==> src/aluPkg.sv <==
// ALU peripheral shared widths, register map, bus structs and state encodings
package aluPkg;

    localparam int OPERAND_WIDTH = 16;                // Fixed by the instruction set
    localparam int BUS_DATA_WIDTH = 32;
    localparam int BUS_ADDR_WIDTH = 5;

    typedef logic [OPERAND_WIDTH-1:0]  wordT;
    typedef logic [4:0]                opcodeT;      // Instr[15:11]
    typedef logic [1:0]                functT;       // Instr[1:0]
    typedef logic [BUS_DATA_WIDTH-1:0] busDataT;
    typedef logic [BUS_ADDR_WIDTH-1:0] busAddrT;
    typedef logic [1:0]                respT;
    typedef logic [1:0]                shiftKindT;

    // Register map, byte addresses
    localparam busAddrT ADDR_OPA    = 5'h00;
    localparam busAddrT ADDR_OPB    = 5'h04;
    localparam busAddrT ADDR_INSTR  = 5'h08;
    localparam busAddrT ADDR_RESULT = 5'h0C;         // Read only
    localparam busAddrT ADDR_FLAGS  = 5'h10;         // Read only

    localparam respT RESP_OKAY   = 2'b00;
    localparam respT RESP_SLVERR = 2'b10;

    // Shifter operations, same order as the register shift funct
    localparam shiftKindT SHIFT_SLL = 2'b00;
    localparam shiftKindT SHIFT_SRL = 2'b01;
    localparam shiftKindT SHIFT_ROL = 2'b10;
    localparam shiftKindT SHIFT_ROR = 2'b11;

    typedef struct packed {
        logic illegal;                                // Bit 3
        logic carry;
        logic sign;
        logic zero;                                   // Bit 0
    } aluFlagsT;

    typedef struct packed {
        logic       awvalid;
        busAddrT    awaddr;
        logic       wvalid;
        busDataT    wdata;
        logic [3:0] wstrb;
        logic       bready;
        logic       arvalid;
        busAddrT    araddr;
        logic       rready;
    } axiReqT;

    typedef struct packed {
        logic    awready;
        logic    wready;
        logic    bvalid;
        respT    bresp;
        logic    arready;
        logic    rvalid;
        busDataT rdata;
        respT    rresp;
    } axiRspT;

    typedef enum logic {
        wrIdle,
        wrResp
    } wrStateT;

endpackage
==> src/aluCore.sv <==
// ALU peripheral top level joining the bus registers, decoder and ALU
`timescale 1ns/1ns

module aluCore (
    input  logic           clk,
    input  logic           arstN,
    input  aluPkg::axiReqT bus,
    output aluPkg::axiRspT rsp
);
    import aluPkg::*;

    wordT   opA;
    wordT   opB;
    wordT   instr;
    opcodeT opcode;
    functT  funct;
    wordT   aIn;
    wordT   bIn;
    logic   legal;
    wordT   result;
    logic   carry;

    aluRegs regs (
        .clk   (clk),
        .arstN (arstN),
        .bus   (bus),
        .rsp   (rsp),
        .result(result),
        .carry (carry),
        .legal (legal),
        .opA   (opA),
        .opB   (opB),
        .instr (instr)
    );

    instrDecode decode (
        .instr (instr),
        .opA   (opA),
        .opB   (opB),
        .opcode(opcode),
        .funct (funct),
        .aIn   (aIn),
        .bIn   (bIn),
        .legal (legal)
    );

    alu datapath (
        .opcode(opcode),
        .funct (funct),
        .aIn   (aIn),
        .bIn   (bIn),
        .result(result),
        .carry (carry)
    );

endmodule

==> src/aluRegs.sv <==
// AXI4-Lite slave with operand and instruction registers, result and flags readback
`timescale 1ns/1ns

module aluRegs (
    input  logic           clk,
    input  logic           arstN,
    input  aluPkg::axiReqT bus,
    output aluPkg::axiRspT rsp,
    input  aluPkg::wordT   result,
    input  logic           carry,
    input  logic           legal,
    output aluPkg::wordT   opA,
    output aluPkg::wordT   opB,
    output aluPkg::wordT   instr
);
    import aluPkg::*;

    wrStateT  wrState;
    logic     wrAccept;
    logic     wrMapped;
    respT     bresp;
    logic     rvalid;
    logic     rdAccept;
    busDataT  rdValue;
    respT     rdResp;
    busDataT  rdata;
    respT     rresp;
    aluFlagsT flags;

    assign flags.illegal = ~legal;
    assign flags.carry   = carry;
    assign flags.sign    = result[OPERAND_WIDTH-1];
    assign flags.zero    = (result == '0);

    // Keep the old byte where its strobe is low, only lanes 0 and 1 are used
    function automatic wordT mergeBytes(wordT old, busDataT data, logic [3:0] strb);
        wordT merged;
        merged = old;
        if (strb[0]) begin
            merged[7:0] = data[7:0];
        end
        if (strb[1]) begin
            merged[15:8] = data[15:8];
        end
        return merged;
    endfunction

    assign wrAccept = (wrState == wrIdle) && bus.awvalid && bus.wvalid;
    assign wrMapped = (bus.awaddr == ADDR_OPA) || (bus.awaddr == ADDR_OPB)
                   || (bus.awaddr == ADDR_INSTR);

    always_ff @(posedge clk or negedge arstN) begin
        if (!arstN) begin
            wrState <= wrIdle;
            opA     <= '0;
            opB     <= '0;
            instr   <= '0;
        end else begin
            case (wrState)
                wrIdle: begin
                    if (wrAccept) begin
                        wrState <= wrResp;
                        case (bus.awaddr)
                            ADDR_OPA:   opA   <= mergeBytes(opA, bus.wdata, bus.wstrb);
                            ADDR_OPB:   opB   <= mergeBytes(opB, bus.wdata, bus.wstrb);
                            ADDR_INSTR: instr <= mergeBytes(instr, bus.wdata, bus.wstrb);
                            default:    ;                     // Read only or unmapped
                        endcase
                    end
                end
                wrResp: begin
                    if (bus.bready) begin
                        wrState <= wrIdle;
                    end
                end
                default: wrState <= wrIdle;
            endcase
        end
    end

    always_ff @(posedge clk) begin
        if (wrAccept) begin
            bresp <= wrMapped ? RESP_OKAY : RESP_SLVERR;
        end
    end

    assign rdAccept = bus.arvalid && !rvalid;

    always_comb begin
        rdResp = RESP_OKAY;
        case (bus.araddr)
            ADDR_OPA:    rdValue = busDataT'(opA);
            ADDR_OPB:    rdValue = busDataT'(opB);
            ADDR_INSTR:  rdValue = busDataT'(instr);
            ADDR_RESULT: rdValue = busDataT'(result);
            ADDR_FLAGS:  rdValue = busDataT'(flags);
            default: begin
                rdValue = '0;
                rdResp  = RESP_SLVERR;
            end
        endcase
    end

    always_ff @(posedge clk or negedge arstN) begin
        if (!arstN) begin
            rvalid <= 1'b0;
        end else if (rdAccept) begin
            rvalid <= 1'b1;
        end else if (bus.rready) begin
            rvalid <= 1'b0;                           // Data taken by host
        end
    end

    always_ff @(posedge clk) begin
        if (rdAccept) begin
            rdata <= rdValue;                         // Held until RREADY
            rresp <= rdResp;
        end
    end

    always_comb begin
        rsp         = '0;
        rsp.awready = wrAccept;
        rsp.wready  = wrAccept;
        rsp.bvalid  = (wrState == wrResp);
        rsp.bresp   = bresp;
        rsp.arready = !rvalid;
        rsp.rvalid  = rvalid;
        rsp.rdata   = rdata;
        rsp.rresp   = rresp;
    end

endmodule

==> src/instrDecode.sv <==
// Instruction field split, B operand select from register or immediate, legality check
`timescale 1ns/1ns

module instrDecode (
    input  aluPkg::wordT   instr,
    input  aluPkg::wordT   opA,
    input  aluPkg::wordT   opB,
    output aluPkg::opcodeT opcode,
    output aluPkg::functT  funct,
    output aluPkg::wordT   aIn,
    output aluPkg::wordT   bIn,
    output logic           legal
);
    import aluPkg::*;

    logic [4:0] imm5;
    logic [7:0] imm8;
    wordT       imm5Sext;
    wordT       imm5Zext;
    wordT       imm8Sext;
    wordT       imm8Zext;

    assign opcode = instr[15:11];
    assign funct  = instr[1:0];
    assign imm5   = instr[4:0];
    assign imm8   = instr[7:0];

    assign imm5Sext = {{(OPERAND_WIDTH-5){imm5[4]}}, imm5};
    assign imm5Zext = wordT'(imm5);
    assign imm8Sext = {{(OPERAND_WIDTH-8){imm8[7]}}, imm8};
    assign imm8Zext = wordT'(imm8);

    assign aIn = opA;

    always_comb begin
        bIn = opB;                                    // Register format
        case (opcode)
            5'b01000, 5'b01001: bIn = imm5Sext;       // ADDI, SUBI
            5'b01010, 5'b01011: bIn = imm5Zext;       // XORI, ANDNI
            5'b10100, 5'b10101,
            5'b10110, 5'b10111: bIn = imm5Zext;       // Shift immediates
            5'b10010:           bIn = imm8Zext;       // SLBI
            5'b11000:           bIn = imm8Sext;       // LBI
            default:            bIn = opB;
        endcase
    end

    // Jump, branch, memory and NOP classes are not implemented, SLBI excepted
    always_comb begin
        case (opcode[4:2])
            3'b010, 3'b101, 3'b110, 3'b111: legal = 1'b1;
            3'b100:                         legal = (opcode[1:0] == 2'b10);
            default:                        legal = 1'b0;
        endcase
    end

endmodule

==> src/alu.sv <==
// 16-bit ALU with the operation chosen by opcode class and then low opcode bits or funct
`timescale 1ns/1ns

module alu (
    input  aluPkg::opcodeT opcode,
    input  aluPkg::functT  funct,
    input  aluPkg::wordT   aIn,
    input  aluPkg::wordT   bIn,
    output aluPkg::wordT   result,
    output logic           carry
);
    import aluPkg::*;

    wordT      sum;
    wordT      diff;
    logic      sumCarry;
    logic      diffCarry;
    wordT      shifted;
    shiftKindT shiftKind;
    wordT      reversed;

    claAdder addAB (                                  // A + B
        .inA (aIn),
        .inB (bIn),
        .cIn (1'b0),
        .sum (sum),
        .cOut(sumCarry)
    );

    claAdder subBA (                                  // B + ~A + 1 = B - A
        .inA (bIn),
        .inB (~aIn),
        .cIn (1'b1),
        .sum (diff),
        .cOut(diffCarry)
    );

    // Shift immediates order the kinds differently from funct
    always_comb begin
        shiftKind = funct;
        if (opcode[4:2] == 3'b101) begin
            case (opcode[1:0])
                2'b00:   shiftKind = SHIFT_ROL;
                2'b01:   shiftKind = SHIFT_SLL;
                2'b10:   shiftKind = SHIFT_ROR;
                default: shiftKind = SHIFT_SRL;
            endcase
        end
    end

    barrelShifter shifter (
        .in       (aIn),
        .amount   (bIn[3:0]),
        .shiftKind(shiftKind),
        .out      (shifted)
    );

    always_comb begin
        for (int i = 0; i < OPERAND_WIDTH; i++) begin
            reversed[i] = aIn[OPERAND_WIDTH-1-i];
        end
    end

    always_comb begin
        result = '0;                                  // NOP, jump, branch, memory
        carry  = 1'b0;
        case (opcode[4:2])
            3'b010: begin                             // Arithmetic immediate
                case (opcode[1:0])
                    2'b00:   begin result = sum;  carry = sumCarry;  end
                    2'b01:   begin result = diff; carry = diffCarry; end
                    2'b10:   result = aIn ^ bIn;
                    default: result = aIn & ~bIn;
                endcase
            end
            3'b100: begin
                if (opcode[1:0] == 2'b10) begin
                    result = (aIn << 8) | bIn;        // SLBI
                end
            end
            3'b101: result = shifted;                 // Shift immediate
            3'b110: begin
                case (opcode[1:0])
                    2'b00: result = bIn;              // LBI
                    2'b01: result = reversed;         // BTR
                    2'b10: result = shifted;          // Register shift
                    default: begin                    // Register arithmetic
                        case (funct)
                            2'b00:   begin result = sum;  carry = sumCarry;  end
                            2'b01:   begin result = diff; carry = diffCarry; end
                            2'b10:   result = aIn ^ bIn;
                            default: result = aIn & ~bIn;
                        endcase
                    end
                endcase
            end
            3'b111: begin                             // Set on condition
                case (opcode[1:0])
                    2'b00:   result = wordT'(aIn == bIn);
                    2'b01:   result = wordT'($signed(aIn) < $signed(bIn));
                    2'b10:   result = wordT'($signed(aIn) <= $signed(bIn));
                    default: result = wordT'(sumCarry);
                endcase
            end
            default: result = '0;
        endcase
    end

endmodule

==> src/barrelShifter.sv <==
// Logarithmic shifter for logical shifts and rotates by 0 to 15 positions
`timescale 1ns/1ns

module barrelShifter (
    input  aluPkg::wordT      in,
    input  logic [3:0]        amount,
    input  aluPkg::shiftKindT shiftKind,
    output aluPkg::wordT      out
);
    import aluPkg::*;

    wordT s0;
    wordT s1;
    wordT s2;

    // One stage, moves by n when enabled
    function automatic wordT shiftStage(wordT v, logic en, int n, shiftKindT kind);
        wordT r;
        r = v;
        if (en) begin
            case (kind)
                SHIFT_SLL: r = v << n;                                    // Zero fill
                SHIFT_SRL: r = v >> n;
                SHIFT_ROL: r = (v << n) | (v >> (OPERAND_WIDTH - n));   // Wrap top bits
                SHIFT_ROR: r = (v >> n) | (v << (OPERAND_WIDTH - n));   // Wrap low bits
                default:   r = v;
            endcase
        end
        return r;
    endfunction

    assign s0  = shiftStage(in, amount[0], 1, shiftKind);
    assign s1  = shiftStage(s0, amount[1], 2, shiftKind);
    assign s2  = shiftStage(s1, amount[2], 4, shiftKind);
    assign out = shiftStage(s2, amount[3], 8, shiftKind);

endmodule

==> src/claAdder.sv <==
// 16-bit carry-lookahead adder, two lookahead levels over four 4-bit groups
`timescale 1ns/1ns

module claAdder (
    input  aluPkg::wordT inA,
    input  aluPkg::wordT inB,
    input  logic         cIn,
    output aluPkg::wordT sum,
    output logic         cOut
);
    import aluPkg::*;

    wordT       g;                                    // Bit generate
    wordT       p;                                    // Bit propagate
    wordT       c;                                    // Carry into each bit
    logic [3:0] grpG;
    logic [3:0] grpP;
    logic [4:0] grpC;                                 // Carry into each group

    assign g = inA & inB;
    assign p = inA ^ inB;

    for (genvar j = 0; j < 4; j++) begin : genGroup
        assign grpP[j] = &p[4*j+3 -: 4];
        assign grpG[j] = g[4*j+3]
                       | (p[4*j+3] & g[4*j+2])
                       | (p[4*j+3] & p[4*j+2] & g[4*j+1])
                       | (p[4*j+3] & p[4*j+2] & p[4*j+1] & g[4*j]);

        // Carries inside the group come straight from the group carry in
        assign c[4*j]   = grpC[j];
        assign c[4*j+1] = g[4*j] | (p[4*j] & grpC[j]);
        assign c[4*j+2] = g[4*j+1] | (p[4*j+1] & g[4*j])
                        | (p[4*j+1] & p[4*j] & grpC[j]);
        assign c[4*j+3] = g[4*j+2] | (p[4*j+2] & g[4*j+1])
                        | (p[4*j+2] & p[4*j+1] & g[4*j])
                        | (p[4*j+2] & p[4*j+1] & p[4*j] & grpC[j]);
    end

    // Second level lookahead across groups
    assign grpC[0] = cIn;
    assign grpC[1] = grpG[0] | (grpP[0] & cIn);
    assign grpC[2] = grpG[1] | (grpP[1] & grpG[0]) | (grpP[1] & grpP[0] & cIn);
    assign grpC[3] = grpG[2] | (grpP[2] & grpG[1]) | (grpP[2] & grpP[1] & grpG[0])
                   | (grpP[2] & grpP[1] & grpP[0] & cIn);
    assign grpC[4] = grpG[3] | (grpP[3] & grpG[2]) | (grpP[3] & grpP[2] & grpG[1])
                   | (grpP[3] & grpP[2] & grpP[1] & grpG[0])
                   | (grpP[3] & grpP[2] & grpP[1] & grpP[0] & cIn);

    assign sum  = p ^ c;
    assign cOut = grpC[4];

endmodule

==> config.mk <==
export PLATFORM = sky130hd
export DESIGN_NAME = aluCore
export DESIGN_NICKNAME = d
export VERILOG_FILES = /design/src/aluPkg.sv /design/src/aluCore.sv /design/src/aluRegs.sv /design/src/instrDecode.sv /design/src/alu.sv /design/src/barrelShifter.sv /design/src/claAdder.sv
export SDC_FILE = /design/constraint.sdc
export NUM_CORES = 1
export LEC_CHECK = 0
export ABC_AREA = 1
export BUFFER_PORTS_ARGS = -buffer_cell sky130_fd_sc_hd__buf_2
export CORE_ASPECT_RATIO = 0.5
export CORE_MARGIN = 1.5
export CORE_UTILIZATION = 55
export CTS_CLUSTER_DIAMETER = 200
export CTS_CLUSTER_SIZE = 40
export DETAILED_ROUTE_END_ITERATION = 10
export GPL_TIMING_DRIVEN = 0
export PLACE_DENSITY_LB_ADDON = 0.15
export SLEW_MARGIN = 10
export SYNTH_ARGS = -nofsm -noshare
export SYNTH_HDL_FRONTEND = slang
export SYNTH_SLANG_ARGS = --single-unit
==> constraint.sdc <==
create_clock -name clk -period 5.3 [get_ports clk]
set_input_delay 1.06 -clock clk [delete_from_list [all_inputs] [get_ports clk]]
set_output_delay 1.06 -clock clk [all_outputs]
set_load 0.05 [all_outputs]
==> flow_metrics.env <==
export IMPL_status="finished, final reports clean"
export IMPL_dr_total_vias=10470
export IMPL_ios=94
export IMPL_synthesis_area_sq_um=8367
export IMPL_fin_crit_ns=5.194
export IMPL_h_tree_depth=3
export IMPL_hpwl_mm=27.52
export IMPL_r2r_end="regs.rdata[0]"
export IMPL_slowest_delay_ns=0.47
export IMPL_final_cells=1608
export IMPL_clock_path_buffers=2
export IMPL_die_w_um=177.4
export IMPL_ys_types=54
export IMPL_ys_flop_type="dfrtp_1"
export IMPL_cts_sinks=68
export IMPL_r2r_slack_ns=0.11
export IMPL_dp_cells=1582
export IMPL_hp_class="register to register"
export IMPL_p_per_area_nw_per_um2=300.1
export IMPL_clockRootBuffer="clkbuf_16"
export IMPL_fin_area_sq_um=9642
export IMPL_synthCells=1310
export IMPL_hold_end="regs.instr[9]"
export IMPL_async_flop_share_pct=73.53
export IMPL_cap_viol_max_count=0
export IMPL_min_from="regs.instr[9]"
export IMPL_max_freq_mhz=192.5
export IMPL_drt_drc_violations_left=0
export IMPL_r2r_start="regs.instr[14]"
export IMPL_synth_avg_cell_area_sq_um=6.387
export IMPL_leakage_nw=4.705
export IMPL_rows=31
export IMPL_cts_tree="yes"
export IMPL_grt_pass1_wl_mm=54.83
export IMPL_hold_violations=0
export IMPL_clk_pin_slew_ns=0.06
export IMPL_yosys_warnings=0
export IMPL_initial_core_util_pct=57.07
export IMPL_grt_overflow=0
export IMPL_die_y_um=90.22
export IMPL_grt_pass1_vias=9830
export IMPL_first_pass_iters=6
export IMPL_clk_insertion_delay_late_ns=0.33
export IMPL_dieArea_sq_um=16010
export IMPL_finalSetupViolCount=0
export IMPL_drv_slew=0
export IMPL_critPathCaptureType="register"
export IMPL_cts_buffers_inserted=9
export IMPL_crit_top_cell="nor2_1"
export IMPL_maxSlewHeadroom_pct=30.13
export IMPL_grt_max_degree=51
export IMPL_viasPerCell=6.508
export IMPL_worstPathRequired_ns=5.50
export IMPL_drt_wl_total_mm=36.24
export IMPL_ant_nets=0
export IMPL_worstPathArrival_ns=5.40
export IMPL_areaGrowthSynthToFinish_pct=15.24
export IMPL_r2r_cells=28
export IMPL_hold_depth=2
export IMPL_port_buffers=57
export IMPL_skew_ns=0.009332
export IMPL_worst_pin_slew_ns=1.048
export IMPL_vdd_drop_max_mv=0.2141
export IMPL_cp_start_kind="register"
export IMPL_synth_seq_cells=68
export IMPL_yosysSeqAreaShare_pct=21.41
export IMPL_wl_per_cell_um=22.54
export IMPL_period_share_pct=98.00
export IMPL_critPathKind="register to register"
export IMPL_nets=1516
export IMPL_synth_edf_count=18
export IMPL_core_area_sq_um=14660
export IMPL_grt_use_total_pct=45.28
export IMPL_drtIter0Drc=1874
export IMPL_drive_gt1_share_pct=14.69
export IMPL_critPathMaxFanout=13
export IMPL_crit_slowest_cell="dfrtp_2"
export IMPL_place_gp_congestion=1.147
export IMPL_placed_cell_area_sq_um=8964
export IMPL_antenna_found_initial=1
[critical path: cells and delay by family, from the launching register on]
kind | cells | cell delay (ns)
AO/OA/AOI/OAI | 6 | 1.23
XOR/XNOR | 1 | 0.22
adder cells (fa/ha/maj) | 2 | 0.71
buffers and inverters | 5 | 0.65
flip-flops | 1 | 0.47
AND/OR/NAND/NOR | 14 | 1.78
[synth_stat cells (7+ instances only)]
master	instances	area, sq um
a21oi_1	65	325.3
buf_2	9	45.04
buf_4	26	195.2
clkbuf_1	31	116.4
dfrtp_1	50	1251
edfxtp_1	18	540.5
fa_1	7	140.1
ha_1	52	650.6
inv_1	142	533.0
inv_2	9	33.78
nand2_1	315	1182
nand3_1	200	1001
nand3_2	9	90.09
nand4_1	23	143.9
nor2_1	78	292.8
nor3_1	7	35.03
o211ai_1	14	105.1
o21ai_0	112	560.5
o21ai_1	10	50.05
o221ai_1	21	183.9
o22ai_1	25	156.4
xor2_1	8	70.07
[sequential cells by signal (all words and copies together), names as in the netlist]
signal / count
regs.wrState: 1
regs.opA: 16
regs.instr: 16
regs.rvalid: 1
regs.opB: 16
regs.rresp: 1
regs.rdata: 16
regs.bresp: 1
[cell type report]
type,instances,area [sq um]
multi-input combinational,1027,5809
fill,1356,5020
sequential,68,1795
inverter,157,603.1
buffer,73,449.2
timing repair buffer,68,367.9
clock buffer,10,250.2
tap,198,247.7
clock inverter,6,116.4
antenna,1,2.502
[layer usage]
layer | up-vias | wire [um] | track usage (%)
met1 | 4733 | 13400 | 57.34
met4 | 0 | 2214 | 22.76
met5 | - | 0 | 0
li1 | 4618 | - | -
met3 | 198 | 6203 | 17.85
met2 | 916 | 14420 | 66.60
[worst max-delay path by stage]
stage	end	slack, ns	cells after the start	startpoint
final	regs.rdata[0]	0.11	28	regs.instr[14]
after detailed placement	regs.rdata[0]	-0.61	26	regs.instr[12]
after floorplan	regs.rdata[0]	0.90	29	regs.instr[15]
after CTS	regs.rdata[0]	0.02	29	regs.instr[12]
after global placement	regs.rdata[0]	-0.57	26	regs.instr[12]
after global routing	regs.rdata[0]	-0.03	27	regs.instr[11]
[cell families after synthesis]
group / synth area share, %
AOI/OAI and AO/OA: 19.47
other: 0.04482
adders and majority gates: 9.451
DFF: 21.41
buffers and inverters: 12.52
and+or+nand+nor: 35.64
xor gates and xnor gates: 1.466
[power breakdown]
group          leakage (nW)  internal (mW)  switching [mW]
registers             0.819          0.577          0.0570
logic                  3.71          0.463            1.06
clock network         0.178          0.492           0.241
[cell usage in the layout (no fill, tap or decap), types with 6 or more instances in the layout]
cell       synthesis  final
o22ai_1           25     22
nor2_1            78     75
a21oi_1           65     50
clkbuf_1          31     27
clkbuf_16          0     10
xor2_1             8      8
nor3_1             7      6
o21ai_1           10     12
nand3_2            9     10
edfxtp_1          18     18
dfrtp_1           50     47
fa_1               7      7
buf_4             26     39
nand2_1          315    312
conb_1             1     18
or2_2              6      6
nand4_1           23     23
ha_1              52     51
inv_2              9      9
inv_1            142    142
a21oi_2            2     12
xnor2_1            6      6
o21ai_0          112    109
nand3_1          200    199
buf_2              9     64
o221ai_1          21     21
o211ai_1          14     14
[stage by stage]
stage / setup slack, ns / TNS [ns] / utilization, % / power, mW / hold WS, ns
after floorplan: 0.9049 / 0 / - / 1.624 / 0.4530
after global placement: -0.5653 / -3.244 / 61.14 / 1.995 / 0.4689
after detailed placement: -0.6123 / -3.690 / 61.14 / 2.020 / 0.4765
after CTS: 0.01784 / 0 / 64.08 / 2.761 / 0.4977
after global routing: -0.02843 / -0.02843 / 65.75 / 3.024 / 0.5280
final: 0.1060 / 0 / 65.76 / 2.894 / 0.4955
[timing repair]
action | 4_1_cts | 5_1_grt
resized for setup | 20 | 38
hold buffers | 0 | 0
pin swaps | 0 | 8
gates cloned | 0 | 1
setup buffers | 0 | 11
setup endpoints to repair | 11 | 10
No activity file was read; power rests on OpenSTA's default activity.
